<file path="src/logic/cpu_pkg.sv">
package cpu_pkg;

   typedef logic [31:0] word_t;                  // Data, address or instruction word
   typedef logic [4:0]  reg_idx_t;               // Register index

   localparam int IMEM_BYTES = 1024;             // Program memory size in bytes
   localparam int DMEM_WORDS = 256;              // Data memory size in words
   localparam int IMEM_AW    = $clog2(IMEM_BYTES);
   localparam int DMEM_AW    = $clog2(DMEM_WORDS);

   localparam word_t NOP_INSTR = 32'h0000_0013;  // ADDI x0,x0,0

   // RV32I major opcodes
   localparam logic [6:0] OPC_OP     = 7'b0110011;
   localparam logic [6:0] OPC_OPIMM  = 7'b0010011;
   localparam logic [6:0] OPC_LUI    = 7'b0110111;
   localparam logic [6:0] OPC_LOAD   = 7'b0000011;
   localparam logic [6:0] OPC_STORE  = 7'b0100011;
   localparam logic [6:0] OPC_BRANCH = 7'b1100011;
   localparam logic [6:0] OPC_JAL    = 7'b1101111;
   localparam logic [6:0] OPC_SYSTEM = 7'b1110011;

   typedef enum logic [2:0] {
      ALU_ADD,
      ALU_SUB,
      ALU_AND,
      ALU_OR,
      ALU_XOR,
      ALU_SLT,
      ALU_PASS_B                                 // LUI passes the immediate
   } alu_op_e;

   typedef enum logic [1:0] {
      FWD_NONE,                                  // Operand from ID/EX
      FWD_EX_MEM,
      FWD_MEM_WB
   } fwd_sel_e;

   typedef struct packed {
      alu_op_e  alu_op;
      logic     alu_src_imm;                     // B operand is the immediate
      logic     reg_write;
      logic     mem_read;
      logic     mem_write;
      logic     is_branch;
      logic     branch_ne;                       // BNE when set, else BEQ
      logic     is_jump;
      logic     is_halt;
      reg_idx_t rs1;                             // Zero when not read
      reg_idx_t rs2;
   } ctrl_t;

   typedef struct packed {
      word_t pc;
      word_t instruction;
   } if_id_t;

   typedef struct packed {
      word_t    pc;
      word_t    data1;
      word_t    data2;
      word_t    imm;
      reg_idx_t rd;
      ctrl_t    ctrl;
   } id_ex_t;

   typedef struct packed {
      word_t    alu_data;                        // Memory address for LW/SW
      word_t    store_data;
      reg_idx_t rd;
      ctrl_t    ctrl;
   } ex_mem_t;

   typedef struct packed {
      word_t    alu_data;
      word_t    load_data;
      reg_idx_t rd;
      ctrl_t    ctrl;
   } mem_wb_t;

endpackage
</file>
<file path="src/logic/fetch_stage.sv">
`timescale 1ns/1ps

module fetch_stage import cpu_pkg::*; (
   input  logic  clk,
   input  logic  arst_n,
   input  logic  pc_stall,
   input  logic  branch_taken,
   input  word_t branch_target,
   output word_t pc
);

   word_t pc_plus4;

   assign pc_plus4 = pc + 32'd4;

   always_ff @(posedge clk or negedge arst_n) begin
      if (!arst_n) begin
         pc <= '0;                      // Fetch starts at address 0
      end else if (branch_taken) begin
         pc <= branch_target;           // Redirect wins over stall
      end else if (!pc_stall) begin
         pc <= pc_plus4;
      end
   end

endmodule

</file>
<file path="config.mk">
export PLATFORM = sky130hd
export DESIGN_NAME = fetch_stage
export DESIGN_NICKNAME = d
export VERILOG_FILES = /design/src/logic/cpu_pkg.sv /design/src/logic/fetch_stage.sv
export SDC_FILE = /design/constraint.sdc
export NUM_CORES = 1
export LEC_CHECK = 0
export ABC_AREA = 1
export BUFFER_PORTS_ARGS = -buffer_cell sky130_fd_sc_hd__buf_2
export CORE_ASPECT_RATIO = 2
export CORE_MARGIN = 2
export CORE_UTILIZATION = 56
export CTS_CLUSTER_DIAMETER = 30
export DETAILED_ROUTE_END_ITERATION = 12
export GPL_ROUTABILITY_DRIVEN = 0
export HOLD_SLACK_MARGIN = 0.12
export PLACE_DENSITY = 0.85
export SLEW_MARGIN = 20
export SYNTH_ARGS = -nofsm -noshare
export SYNTH_HDL_FRONTEND = slang
export SYNTH_SLANG_ARGS = --single-unit
</file>
<file path="constraint.sdc">
create_clock -name clk -period 2.9 [get_ports clk]
set_input_delay 0.145 -clock clk [delete_from_list [all_inputs] [get_ports clk]]
set_output_delay 0.145 -clock clk [all_outputs]
set_load 0.05 [all_outputs]
</file>
Word-level counts from Yosys, hierarchy flattened
Index checks and enable logic that the tools add are counted.
Operators by class
  reductions and logical operators: 0
  multiplexer cells: 2
  multipliers: 0
  bitwise gates (word level): 0
  magnitude comparators: 0
  shifts and indexed selects: 0
  equal/unequal tests: 1
  div/mod/pow operators: 0
  $add $sub $neg: 1
Operators with widths (count)
  2-to-1 mux 32 bit: 2
  adder 32 x 3 -> 32 bit (second input constant): 1
  inequality test 2 x 1 -> 1 bit (second input constant): 1
Storage, ports and cells
  ROM bits: 0
  bits of input ports: 36
  word-level logic and storage cells: 5
  memory bits (writable): 0
  register bits after elaboration: 32
  memories kept: 0
  latch bits: 0
  output and inout port bits: 32

Longest topological paths before layout
  depth in word-level cells: 3
  mapped depth: 9
  mapped depth without buffers: 9

Worst setup path before layout
No wires, ideal clock.
  path type: reg2reg
  start point: register pc[3]
  end point: register pc[26]
  setup slack: 1.148 ns
  cell stages (with the launch flop): 9
  arrival: 1.634 ns
  buffers on the path: 0
  period minus slack after synthesis: 1.752 ns
  required time: 2.782 ns
  library setup time: 0.118 ns
  cells stage by stage: dfrtp_1 > ha_1 > nand2_2 > nor2_4 > nand2_4 > nor2_4 > nand3_1 > nand3_1 > nand2_1
On the way
  word-level cells in the longest chain between the ends: 3
Ends and longest elaborated chain
  start, declared: RTL line fetch_stage.sv:9  | output word_t pc
  start signal, assigned: RTL line fetch_stage.sv:20  | pc <= branch_target;
  start signal, assigned: RTL line fetch_stage.sv:22  | pc <= pc_plus4;
  adder 32 x 3 -> 32 bit: RTL line fetch_stage.sv:14  | assign pc_plus4 = pc + 32'd4;
  2-to-1 mux 32 bit: RTL line fetch_stage.sv:21  | end else if (!pc_stall) begin
  2-to-1 mux 32 bit: RTL line fetch_stage.sv:19  | end else if (branch_taken) begin
Every way passes these cells. The select of a mux whose other input is x is not followed.
A chain may end at the register's enable or synchronous reset.

Worst setup path after layout
  start point: register pc[3]
  end point: register pc[12]
The elaborated chain is that of the path after synthesis.

==> run_results.csv <==
group,metric,value,unit
outcome,status,"finished clean",
cts,clk_latency,0.29,ns
timing,clock_skew,0.00654,ns
timing,relSlewSlack,0.490,
global_route,first_global_vias,2608,
worst_setup_path,start_kind,"flip-flop",
synthesis,synth.avg_cell_area,6.66,sq um
synthesis,synth_area_leaders,"dfrtp_1, nand2_1, nand3_1",
finish,drive_gt1_frac,0.247,
die,die_h,94.9,um
global_route,grt-ovfl-total,0,
drt,wl_met2,3720,um
drt,routed_wl,6870,um
timing,tns,0,ns
cts,clk_pin_slew,0.07,ns
global_route,grt_max_degree,33,
global_route,grtUsageTotal,0.304,
die,initial_utilization,0.572,
finish,diodes,0,
finish,fin_util,0.736,
placement,place_ws,1.14,ns
synthesis,postSynthCellCount,348,
worst_setup_path,slowest_delay,0.43,ns
worst_setup_path,reg2reg_setup_slack,1.30,ns
synthesis,synth_seq_cells,32,
worst_setup_path,critPathMaxFanout,7,
die,io_pins,68,
placement,placedCellCount,461,
placement,place_area,2680,sq um
synthesis,yosys.area.top_type,"dfrtp_1",
synthesis,synth_cell_types,24,
cts,cts.htree.levels,2,
power,p_sw_frac,0.383,
timing,hold_viol,0,
cts,cts-root-buf,"clkbuf_8",
worst_setup_path,r2r-start,"pc[3]",
drt,post_drt_wl_per_cell,14.1,um
finish,regMostFlops,"pc",
power,pwr_density_cell,502,nW/um^2
power,clock_power_share,0.324,
worst_setup_path,cp_cell_sequence,"ha_1 > nand2_2 > nor2_4 > nand2_4 > nor2_4 > nand2_1 > nand3_1 > nand3_1",
cts,clock-sinks,32,
synthesis,synth_nets,385,
power,vdd_ir_drop_max,0.000420,V
timing,grt_setup_unrepaired,"no",
die,die_area,4700,sq um
synthesis,synthesis.area,2320,sq um
worst_setup_path,worstSetupPathType,"reg -> reg",
power,pwr-share-comb,0.300,
timing,worst_slew_pin_slew,0.765,ns
timing,layout_min_cycle_time,1.60,ns
finish,top_regs,"pc x32",
finish,area_growth,28.6,%
synthesis,yosys_warnings,0,
drt,drt_pass1_iterations,5,
drt,vias_per_cell,5.45,
placement,portBuffers,67,
timing,holdWs,0.140,ns
job,timing.max_cap.violations,0,
cts,post_cts_resized,0,
worst_setup_path,r2r_cells,8,
worst_setup_path,required,3.07,ns
worst_setup_path,critical_path.startpoint,"pc[3]",
worst_setup_path,arrival,1.77,ns
finish,largest_register_ffs,32,
die,fp.coreArea,4050,sq um
drt,top_layer_used,"met4",
die,rows,33,
synthesis,synth_top_area_share,0.346,
synthesis,ys_seq_area_frac,0.346,
worst_setup_path,worstReg2RegEnd,"pc[12]",
cts,cts_tree,"yes",
drt,via_count,2651,
cts,clock_path_buffers,2,
hold_path,hold_class,"in -> reg",
die,die-width,49.5,um
power,p_leak,1.51,nW
timing,slew_violations,0,
drt,ant_nets,0,
power,switchingPower,573,uW
finish,fillers,367,
power,p_total,1.50,mW
timing,finalSetupViolations,0,
drt,dr_wl_met3,344,um
timing,period_share,0.551,
finish,finalNonFillerCells,486,
timing,final.setup.worst_slack,1.30,ns
power,power_frac_seq,0.376,
finish,final_area,2980,sq um
power,p_int,924,uW
finish,nets,470,
placement,hpwl,4830,um
worst_setup_path,critical_path.slowest_cell,"dfrtp_1",
worst_setup_path,cp-end-kind,"flip-flop",
timing,timing.fmax,626,MHz
global_route,antenna_found_initial,0,
cts,cts_buffers,5,
drt,drcViolationCount,0,
worst_setup_path,endpoint,"pc[12]",
drt,wl_met1,2380,um
drt,drt_iter0_drc,77,
global_route,grt_pass1_wl,11000,um
logic make-up after synthesis:
logic type,after synthesis,synth area share
DFF,32,0.346
buffers and inverters,47,0.0848
AOI/OAI and AO/OA,34,0.0924
and+or+nand+nor,230,0.457
adders and majority gates,1,0.00540
xor gates and xnor gates,4,0.0151
per-layer routing:
metal | GRT usage | vias to the layer above
li1 | - | 1266
met5 | 0 | -
met4 | 0.238 | 0
met2 | 0.577 | 131
met1 | 0.288 | 1213
met3 | 0.0332 | 41
cell type report:
cell class                 count  area (sq um)  share of cell area
clock buffer                   7          96.3              0.0324
clock inverter                 1          30.0              0.0101
inverter                      39           146              0.0492
multi-input combinational    269          1320               0.443
sequential                    32           801               0.269
tap                           52          65.1              0.0218
timing repair buffer          86           520               0.175
power groups by stage:
stage                     clock network [mW]  registers [mW]  logic (mW)
after detailed placement                   0           0.567       0.427
after CTS                              0.487           0.559       0.446
after floorplan                            0           0.716       0.150
final                                  0.485           0.562       0.449
after global placement                     0           0.566       0.419
after global routing                   0.498           0.568       0.482
placed cells by master (no fill, tap or decap), types with 7 or more instances in the layout:
master | netlist | routed
o21ai_0 | 14 | 14
buf_2 | 5 | 67
inv_1 | 37 | 37
nor2_4 | 9 | 9
nand3_1 | 44 | 44
nor2_1 | 25 | 25
dfrtp_1 | 32 | 32
dlygate4sd3_1 | 0 | 17
o21bai_1 | 10 | 10
clkbuf_8 | 1 | 7
nand2_1 | 129 | 129
nand2_2 | 8 | 8
nor2_2 | 8 | 8
Yosys cell counts:
cell type,number
buf_2,5
nand2_4,3
nand3_1,44
a21oi_1,3
nor2_4,9
nand2_2,8
o21ai_1,1
dfrtp_1,32
a22o_1,3
o21ai_0,14
nor2_2,8
o211ai_1,3
ha_1,1
nor2_1,25
and2_1,3
inv_1,37
nor3_1,1
clkbuf_1,1
xor2_1,4
nand2_1,129
clkbuf_8,1
o21bai_1,10
buf_4,1
inv_2,2
how the worst min path moves through the flow:
stage	from	cells after the start	slack [ns]	endpoint
2_1_floorplan	arst_n	0	-0.15	pc[0]
4_1_cts	branch_target[28]	5	0.14	pc[28]
5_1_grt	branch_target[29]	5	0.18	pc[29]
3_5_place_dp	arst_n	1	0.25	pc[28]
6_report	branch_target[27]	5	0.14	pc[27]
3_3_place_gp	arst_n	1	0.25	pc[28]
worst max-delay path: cells and delay by family, from the launching register on:
family / cells / cell delay [ns]
flip-flops: 1 / 0.43
adder cells (fa/ha/maj): 1 / 0.24
AND/OR/NAND/NOR: 7 / 0.82
what timing repair did:
item | CTS | global route
endpoints found under the hold margin | 48 | 0
hold buffers | 17 | 0
buffers inserted | 0 | 0
Note: power is estimated with default switching activity, not from simulation.
