--- src/logic/cpu_pkg.sv ---
package cpu_pkg;

   typedef logic [31:0] word_t;                  // Data, address or instruction word
   typedef logic [4:0]  reg_idx_t;               // Register index

   localparam int IMEM_BYTES = 1024;             // Program memory size in bytes
   localparam int DMEM_WORDS = 256;              // Data memory size in words
   localparam int IMEM_AW    = $clog2(IMEM_BYTES);
   localparam int DMEM_AW    = $clog2(DMEM_WORDS);

   localparam word_t NOP_INSTR = 32'h0000_0013;  // ADDI x0,x0,0

   // RV32I major opcodes
   localparam logic [6:0] OPC_OP     = 7'b0110011;
   localparam logic [6:0] OPC_OPIMM  = 7'b0010011;
   localparam logic [6:0] OPC_LUI    = 7'b0110111;
   localparam logic [6:0] OPC_LOAD   = 7'b0000011;
   localparam logic [6:0] OPC_STORE  = 7'b0100011;
   localparam logic [6:0] OPC_BRANCH = 7'b1100011;
   localparam logic [6:0] OPC_JAL    = 7'b1101111;
   localparam logic [6:0] OPC_SYSTEM = 7'b1110011;

   typedef enum logic [2:0] {
      ALU_ADD,
      ALU_SUB,
      ALU_AND,
      ALU_OR,
      ALU_XOR,
      ALU_SLT,
      ALU_PASS_B                                 // LUI passes the immediate
   } alu_op_e;

   typedef enum logic [1:0] {
      FWD_NONE,                                  // Operand from ID/EX
      FWD_EX_MEM,
      FWD_MEM_WB
   } fwd_sel_e;

   typedef struct packed {
      alu_op_e  alu_op;
      logic     alu_src_imm;                     // B operand is the immediate
      logic     reg_write;
      logic     mem_read;
      logic     mem_write;
      logic     is_branch;
      logic     branch_ne;                       // BNE when set, else BEQ
      logic     is_jump;
      logic     is_halt;
      reg_idx_t rs1;                             // Zero when not read
      reg_idx_t rs2;
   } ctrl_t;

   typedef struct packed {
      word_t pc;
      word_t instruction;
   } if_id_t;

   typedef struct packed {
      word_t    pc;
      word_t    data1;
      word_t    data2;
      word_t    imm;
      reg_idx_t rd;
      ctrl_t    ctrl;
   } id_ex_t;

   typedef struct packed {
      word_t    alu_data;                        // Memory address for LW/SW
      word_t    store_data;
      reg_idx_t rd;
      ctrl_t    ctrl;
   } ex_mem_t;

   typedef struct packed {
      word_t    alu_data;
      word_t    load_data;
      reg_idx_t rd;
      ctrl_t    ctrl;
   } mem_wb_t;

endpackage
--- src/logic/hazard_unit.sv ---
`timescale 1ns/1ps

module hazard_unit import cpu_pkg::*; (
   input  if_id_t   if_id,
   input  id_ex_t   id_ex,
   input  ex_mem_t  ex_mem,
   input  mem_wb_t  mem_wb,
   output logic     load_use,
   output fwd_sel_e fwd_sel_rs1,
   output fwd_sel_e fwd_sel_rs2
);

   logic [6:0] opcode;
   reg_idx_t   dec_rs1;
   reg_idx_t   dec_rs2;
   logic       uses_rs1;
   logic       uses_rs2;

   assign opcode   = if_id.instruction[6:0];
   assign dec_rs1  = if_id.instruction[19:15];
   assign dec_rs2  = if_id.instruction[24:20];
   assign uses_rs1 = opcode inside {OPC_OP, OPC_OPIMM, OPC_LOAD, OPC_STORE, OPC_BRANCH};
   assign uses_rs2 = opcode inside {OPC_OP, OPC_STORE, OPC_BRANCH};   // No false stalls

   assign load_use = id_ex.ctrl.mem_read && (id_ex.rd != '0) &&
                     ((uses_rs1 && dec_rs1 == id_ex.rd) || (uses_rs2 && dec_rs2 == id_ex.rd));

   // Youngest producer wins
   function automatic fwd_sel_e pick(reg_idx_t rs, ex_mem_t em, mem_wb_t mw);
      if (rs != '0 && em.ctrl.reg_write && em.rd == rs) begin
         return FWD_EX_MEM;
      end else if (rs != '0 && mw.ctrl.reg_write && mw.rd == rs) begin
         return FWD_MEM_WB;
      end
      return FWD_NONE;
   endfunction

   assign fwd_sel_rs1 = pick(id_ex.ctrl.rs1, ex_mem, mem_wb);
   assign fwd_sel_rs2 = pick(id_ex.ctrl.rs2, ex_mem, mem_wb);

endmodule

--- config.mk ---
export PLATFORM = sky130hd
export DESIGN_NAME = hazard_unit
export DESIGN_NICKNAME = d
export VERILOG_FILES = /design/src/logic/cpu_pkg.sv /design/src/logic/hazard_unit.sv
export SDC_FILE = /design/constraint.sdc
export NUM_CORES = 1
export LEC_CHECK = 0
export BUFFER_PORTS_ARGS = -buffer_cell sky130_fd_sc_hd__buf_2
export CORE_AREA = 2 2 157 159
export DETAILED_ROUTE_END_ITERATION = 8
export DIE_AREA = 0 0 159 161
export GPL_TIMING_DRIVEN = 0
export PLACE_DENSITY_LB_ADDON = 0.2
export SYNTH_ARGS = -nofsm -noshare
export SYNTH_HDL_FRONTEND = slang
export SYNTH_SLANG_ARGS = --single-unit
export TNS_END_PERCENT = 5
--- constraint.sdc ---
create_clock -name vclk -period 1.1
set_clock_uncertainty 0.2 [all_clocks]
set_input_delay 0.055 -clock vclk [all_inputs]
set_output_delay 0.055 -clock vclk [all_outputs]
set_load 0.05 [all_outputs]
; Yosys cells after proc, flatten, opt, wreduce, memory -nomap -nowiden
; Cells that the tools add are included.
[classes]
reduce_logical = 18
eq_ne = 11
mux = 10
[ops]
columns = cell, n
row1 = $eq 5x5->1, 6
row2 = $reduce_bool 5->1, 4
row3 = $eq 7x6->1 const B, 2
row4 = $logic_and 1x1->1, 12
row5 = $mux 2, 6
row6 = $eq 7x2->1 const B, 1
row7 = $eq 7x5->1 const B, 1
row8 = $eq 7x7->1 const B, 1
row9 = $mux 1, 4
row10 = $reduce_bool 3->1, 1
row11 = $logic_or 1x1->1, 1
[word_totals]
input_bits = 398
wordCells = 39
register_bits = 0

; Logic depth before layout (Yosys ltp)
[depth]
word_depth = 6
ltp_mapped = 4
depth_no_buf = 4

; Worst setup path after synthesis
; Ideal clock, no wire load.
[synth_timing]
path_type = input to output
from = input id_ex[5] in the netlist's numbering
to = output fwd_sel_rs1[1]
t_arrival_ns = 1.836
path_slack_ns = -0.991
stages = 4
path_cell_list = or4_4 -> nor2_4 -> nor4_2 -> nor4_2
[synth_via]
elab_chain_len = 6
elab_cells_between_ends = 11
[synth_lines]
columns = item, line_no
row1 = "start, declared", hazard_unit.sv:5  ; input id_ex_t id_ex,
row2 = $reduce_bool 5->1, "hazard_unit.sv:30, hazard_unit.sv:32"
row3 = $logic_and 1x1->1 (2 in a row), hazard_unit.sv:32  ; end else if (rs != '0 && mw.ctrl.reg_write && mw.rd == rs) begin
row4 = $mux 1, hazard_unit.sv:32
row5 = $mux 1, hazard_unit.sv:30  ; if (rs != '0 && em.ctrl.reg_write && em.rd == rs) begin
row6 = $mux 2 *, hazard_unit.sv:35  ; return FWD_NONE;
row7 = "end, declared", hazard_unit.sv:9  ; output fwd_sel_e fwd_sel_rs1,
; Every way passes the cells marked *; elsewhere a longest branch is shown, timed or not.

; Final worst setup path
[layout_timing]
from = input id_ex[8] in the netlist's numbering
to = output fwd_sel_rs1[1]
; Same word-level chain as after synthesis.

==> flow_summary.rst <==
.. list-table::
   :header-rows: 1

   * - Metric
     - Value
   * - Outcome
     - complete, but fails checks
   * - Violated checks
     - setup timing
   * - Number of cells traversed by the worst hold path
     - 4
   * - Core area
     - 24000 um2
   * - Clock buf count
     - 0
   * - Critical hold path startpoint
     - if_id[5]
   * - All-layer global routing usage
     - under 10%
   * - Fraction of power spent switching nets
     - roughly half
   * - Hold Slack
     - 0.315 ns
   * - Seq Cell Count
     - 0
   * - Sequential cell area fraction in the yosys report
     - 0%
   * - Remaining global-route overflow
     - 0
   * - Setup Total Neg Slack
     - -1.93 ns
   * - Setup repair after global routing missed its margin
     - true
   * - Critical path data arrival time
     - 1.36 ns
   * - Final weighted congestion in routability-driven placement
     - 0.655
   * - Count of max-cap constraint violations
     - 0
   * - Finished Cell Area
     - roughly 1200 um2
   * - P per Cell Area
     - about 260 nW/um2
   * - Final WL
     - slightly above 3000 um
   * - Quantity of hold-fixing buffers added after cts
     - 0
   * - Internal power contribution
     - roughly 0.00015 W
   * - Critical path class
     - primary input to output port
   * - Logic pwr share
     - 100.0%
   * - Die Ht
     - roughly 160 um
   * - Cell type with the largest total area after synthesis
     - sky130_fd_sc_hd__xnor2_1
   * - CP required
     - ~0.84 ns
   * - Critical path peak fanout
     - 3
   * - Final routed wire length divided by cell count
     - a little over 7 um
   * - Clock share of power
     - 0%
   * - Initial Util
     - around 1.9%
   * - Peak clock frequency supported by timing
     - ~0.62 GHz
   * - Leakage dissipation
     - 0.338 nW
   * - Syn Area/Cell
     - ~8.4 um2
   * - 1st-pass router iterations
     - 4
   * - Synthesized netlist net count
     - 452
   * - HPWL after DPL
     - between 2000 and 3000 um
   * - Area growth syn-to-layout
     - 169%
   * - Number of nets with antenna violations after detailed routing
     - 0
   * - Count of port buffers added during placement
     - 50
   * - Area of all sequential standard cells
     - 0 um2
   * - Worst min path class
     - primary input to output port
   * - Wire length of the first global-routing pass
     - about 4300 um
   * - Post-detailed-placement cell area
     - about 1100 um2
   * - Worst Setup Slack, final
     - -0.515 ns
   * - Cell count after synthesis
     - 54
   * - Largest net degree at the start of global routing
     - 4
   * - Relative slew slack
     - between 70% and 80%
   * - Post-synthesis instance area
     - between 400 and 500 um2
   * - Number of antenna violations at the first check in global routing
     - 1
   * - Sequential power share
     - 0%
   * - Row count
     - 57
   * - Final cycle utilization of the critical path
     - 147%
   * - Actual transition at the worst max-transition pin
     - about 0.31 ns
   * - Net count of the finished layout
     - between 500 and 600
   * - Share of layout cells above drive strength 1
     - 58.1%
   * - Final setup violation count
     - 5
   * - Final total power
     - approximately 0.00031 W
   * - Final hold violations
     - 0
   * - Switching power total
     - between 0.00015 and 0.0002 W
   * - Number of vias in the routed layout
     - roughly 590
   * - Number of synthesis warnings
     - 0
   * - Max VDD drop
     - ~0.088 mV
   * - Worst hold endpoint
     - load_use
   * - Post-synth cell types
     - 16
   * - Largest cells by area after synthesis
     - sky130_fd_sc_hd__xnor2_1 37%, sky130_fd_sc_hd__xor2_1 21%, sky130_fd_sc_hd__nor4_2 11%, sky130_fd_sc_hd__nand4_1 5.5%, sky130_fd_sc_hd__nor2_4 5.0%
   * - Max Slew Vio Count
     - 0
   * - Crit path capture type
     - output port
   * - Number of global-route vias before repair
     - about 660
   * - DRC violations left
     - 0
   * - Die Area
     - around 26000 um2
   * - Utilization after layout
     - around 5.1%
   * - IO Pins
     - between 400 and 500
   * - Count of routing violations after the opening detailed-route iteration
     - 21
   * - Die width
     - about 160 um
   * - Worst setup SP type
     - primary input
   * - Ratio of routed vias to standard cells
     - 1.38
   * - Time the worst path needs with I/O delays and setup
     - ~1.6 ns
   * - Top-area cell type share of the netlist area
     - a little under two fifths
-- worst max-delay path, stage by stage --
cell	delay, ns
sky130_fd_sc_hd__buf_2	0.14
sky130_fd_sc_hd__or4_4	0.50
sky130_fd_sc_hd__nor2_4	0.13
sky130_fd_sc_hd__nor4_4	0.07
sky130_fd_sc_hd__nor4_4	0.26
sky130_fd_sc_hd__buf_6	0.20
-- Yosys cell counts --
cell type                  count
sky130_fd_sc_hd__o21ai_0       1
sky130_fd_sc_hd__nand2b_1      1
sky130_fd_sc_hd__nand2_1       2
sky130_fd_sc_hd__nor4_1        1
sky130_fd_sc_hd__nand4b_1      1
sky130_fd_sc_hd__nor4_2        4
sky130_fd_sc_hd__nor2_4        2
sky130_fd_sc_hd__a21oi_1       1
sky130_fd_sc_hd__a211oi_1      1
sky130_fd_sc_hd__nand3_1       2
sky130_fd_sc_hd__xor2_1       11
sky130_fd_sc_hd__nor3_1        1
sky130_fd_sc_hd__or4_4         2
sky130_fd_sc_hd__nand4_1       4
sky130_fd_sc_hd__xnor2_1      19
sky130_fd_sc_hd__or4_1         1
-- cell usage in the layout, fill, tap and decap left out, drive strengths merged --
cell / instances
buf: 51
xnor2: 19
xor2: 11
nor4: 5
nand4: 4
or4: 3
nor2: 2
nand3: 2
nand2: 2
diode: 1
nor3: 1
nand2b: 1
nand4b: 1
a211oi: 1
o21ai: 1
a21oi: 1
-- power groups by stage --
stage / sequential (W) / combinational, W / clock, W
floorplan: 0 / 0.000138 / 0
finish: 0 / 0.000311 / 0.000000000122
global placement: 0 / 0.000294 / 0
CTS: 0 / 0.000308 / 0
detailed placement: 0 / 0.000296 / 0
global route: 0 / 0.000343 / 0
-- kinds of logic after synthesis --
kind of cell,after synthesis,synth area share [%]
AO/OA/AOI/OAI,3,3.88
XOR/XNOR,30,58.2
AND/OR/NAND/NOR,21,38.0
-- final cells by class --
cell class	instances	area (um2)
tap	324	405
multi-input combinational	54	498
antenna	1	2.50
fill	2876	22700
timing repair buffer	51	310
-- worst max-delay path by stage --
stage | from | endpoint | slack [ns] | cells after the start
finish | id_ex[8] | fwd_sel_rs1[1] | -0.51 | 6
global route | id_ex[3] | fwd_sel_rs2[1] | -0.60 | 6
CTS | id_ex[4] | fwd_sel_rs2[1] | -0.54 | 6
detailed placement | id_ex[1] | fwd_sel_rs2[1] | -0.70 | 6
global placement | id_ex[1] | fwd_sel_rs2[1] | -0.69 | 6
floorplan | id_ex[5] | fwd_sel_rs1[1] | -0.63 | 4
-- per-layer routing --
layer  GRT usage (%)  up-vias  share of wire, %
met2            3.22       23                37
li1                -      301                 -
met1            3.66      270                56
met5               0        -                 0
met3           0.642        0               6.9
met4               0        0                 0
-- stage by stage --
step / setup WS (ns) / cells
global placement: -0.691 / 428
CTS: -0.539 / 429
finish: -0.515 / 430
global route: -0.597 / 429
detailed placement: -0.700 / 428
floorplan: -0.631 / 54
-- timing repair --
action / in CTS / in global routing
resized for setup: 13 / 6
pin swaps: 4 / 2
setup buffers: 1 / 0
cloned: 0 / 0
setup endpoints to repair: 5 / 5
Note: power is estimated with default switching activity, not from simulation.
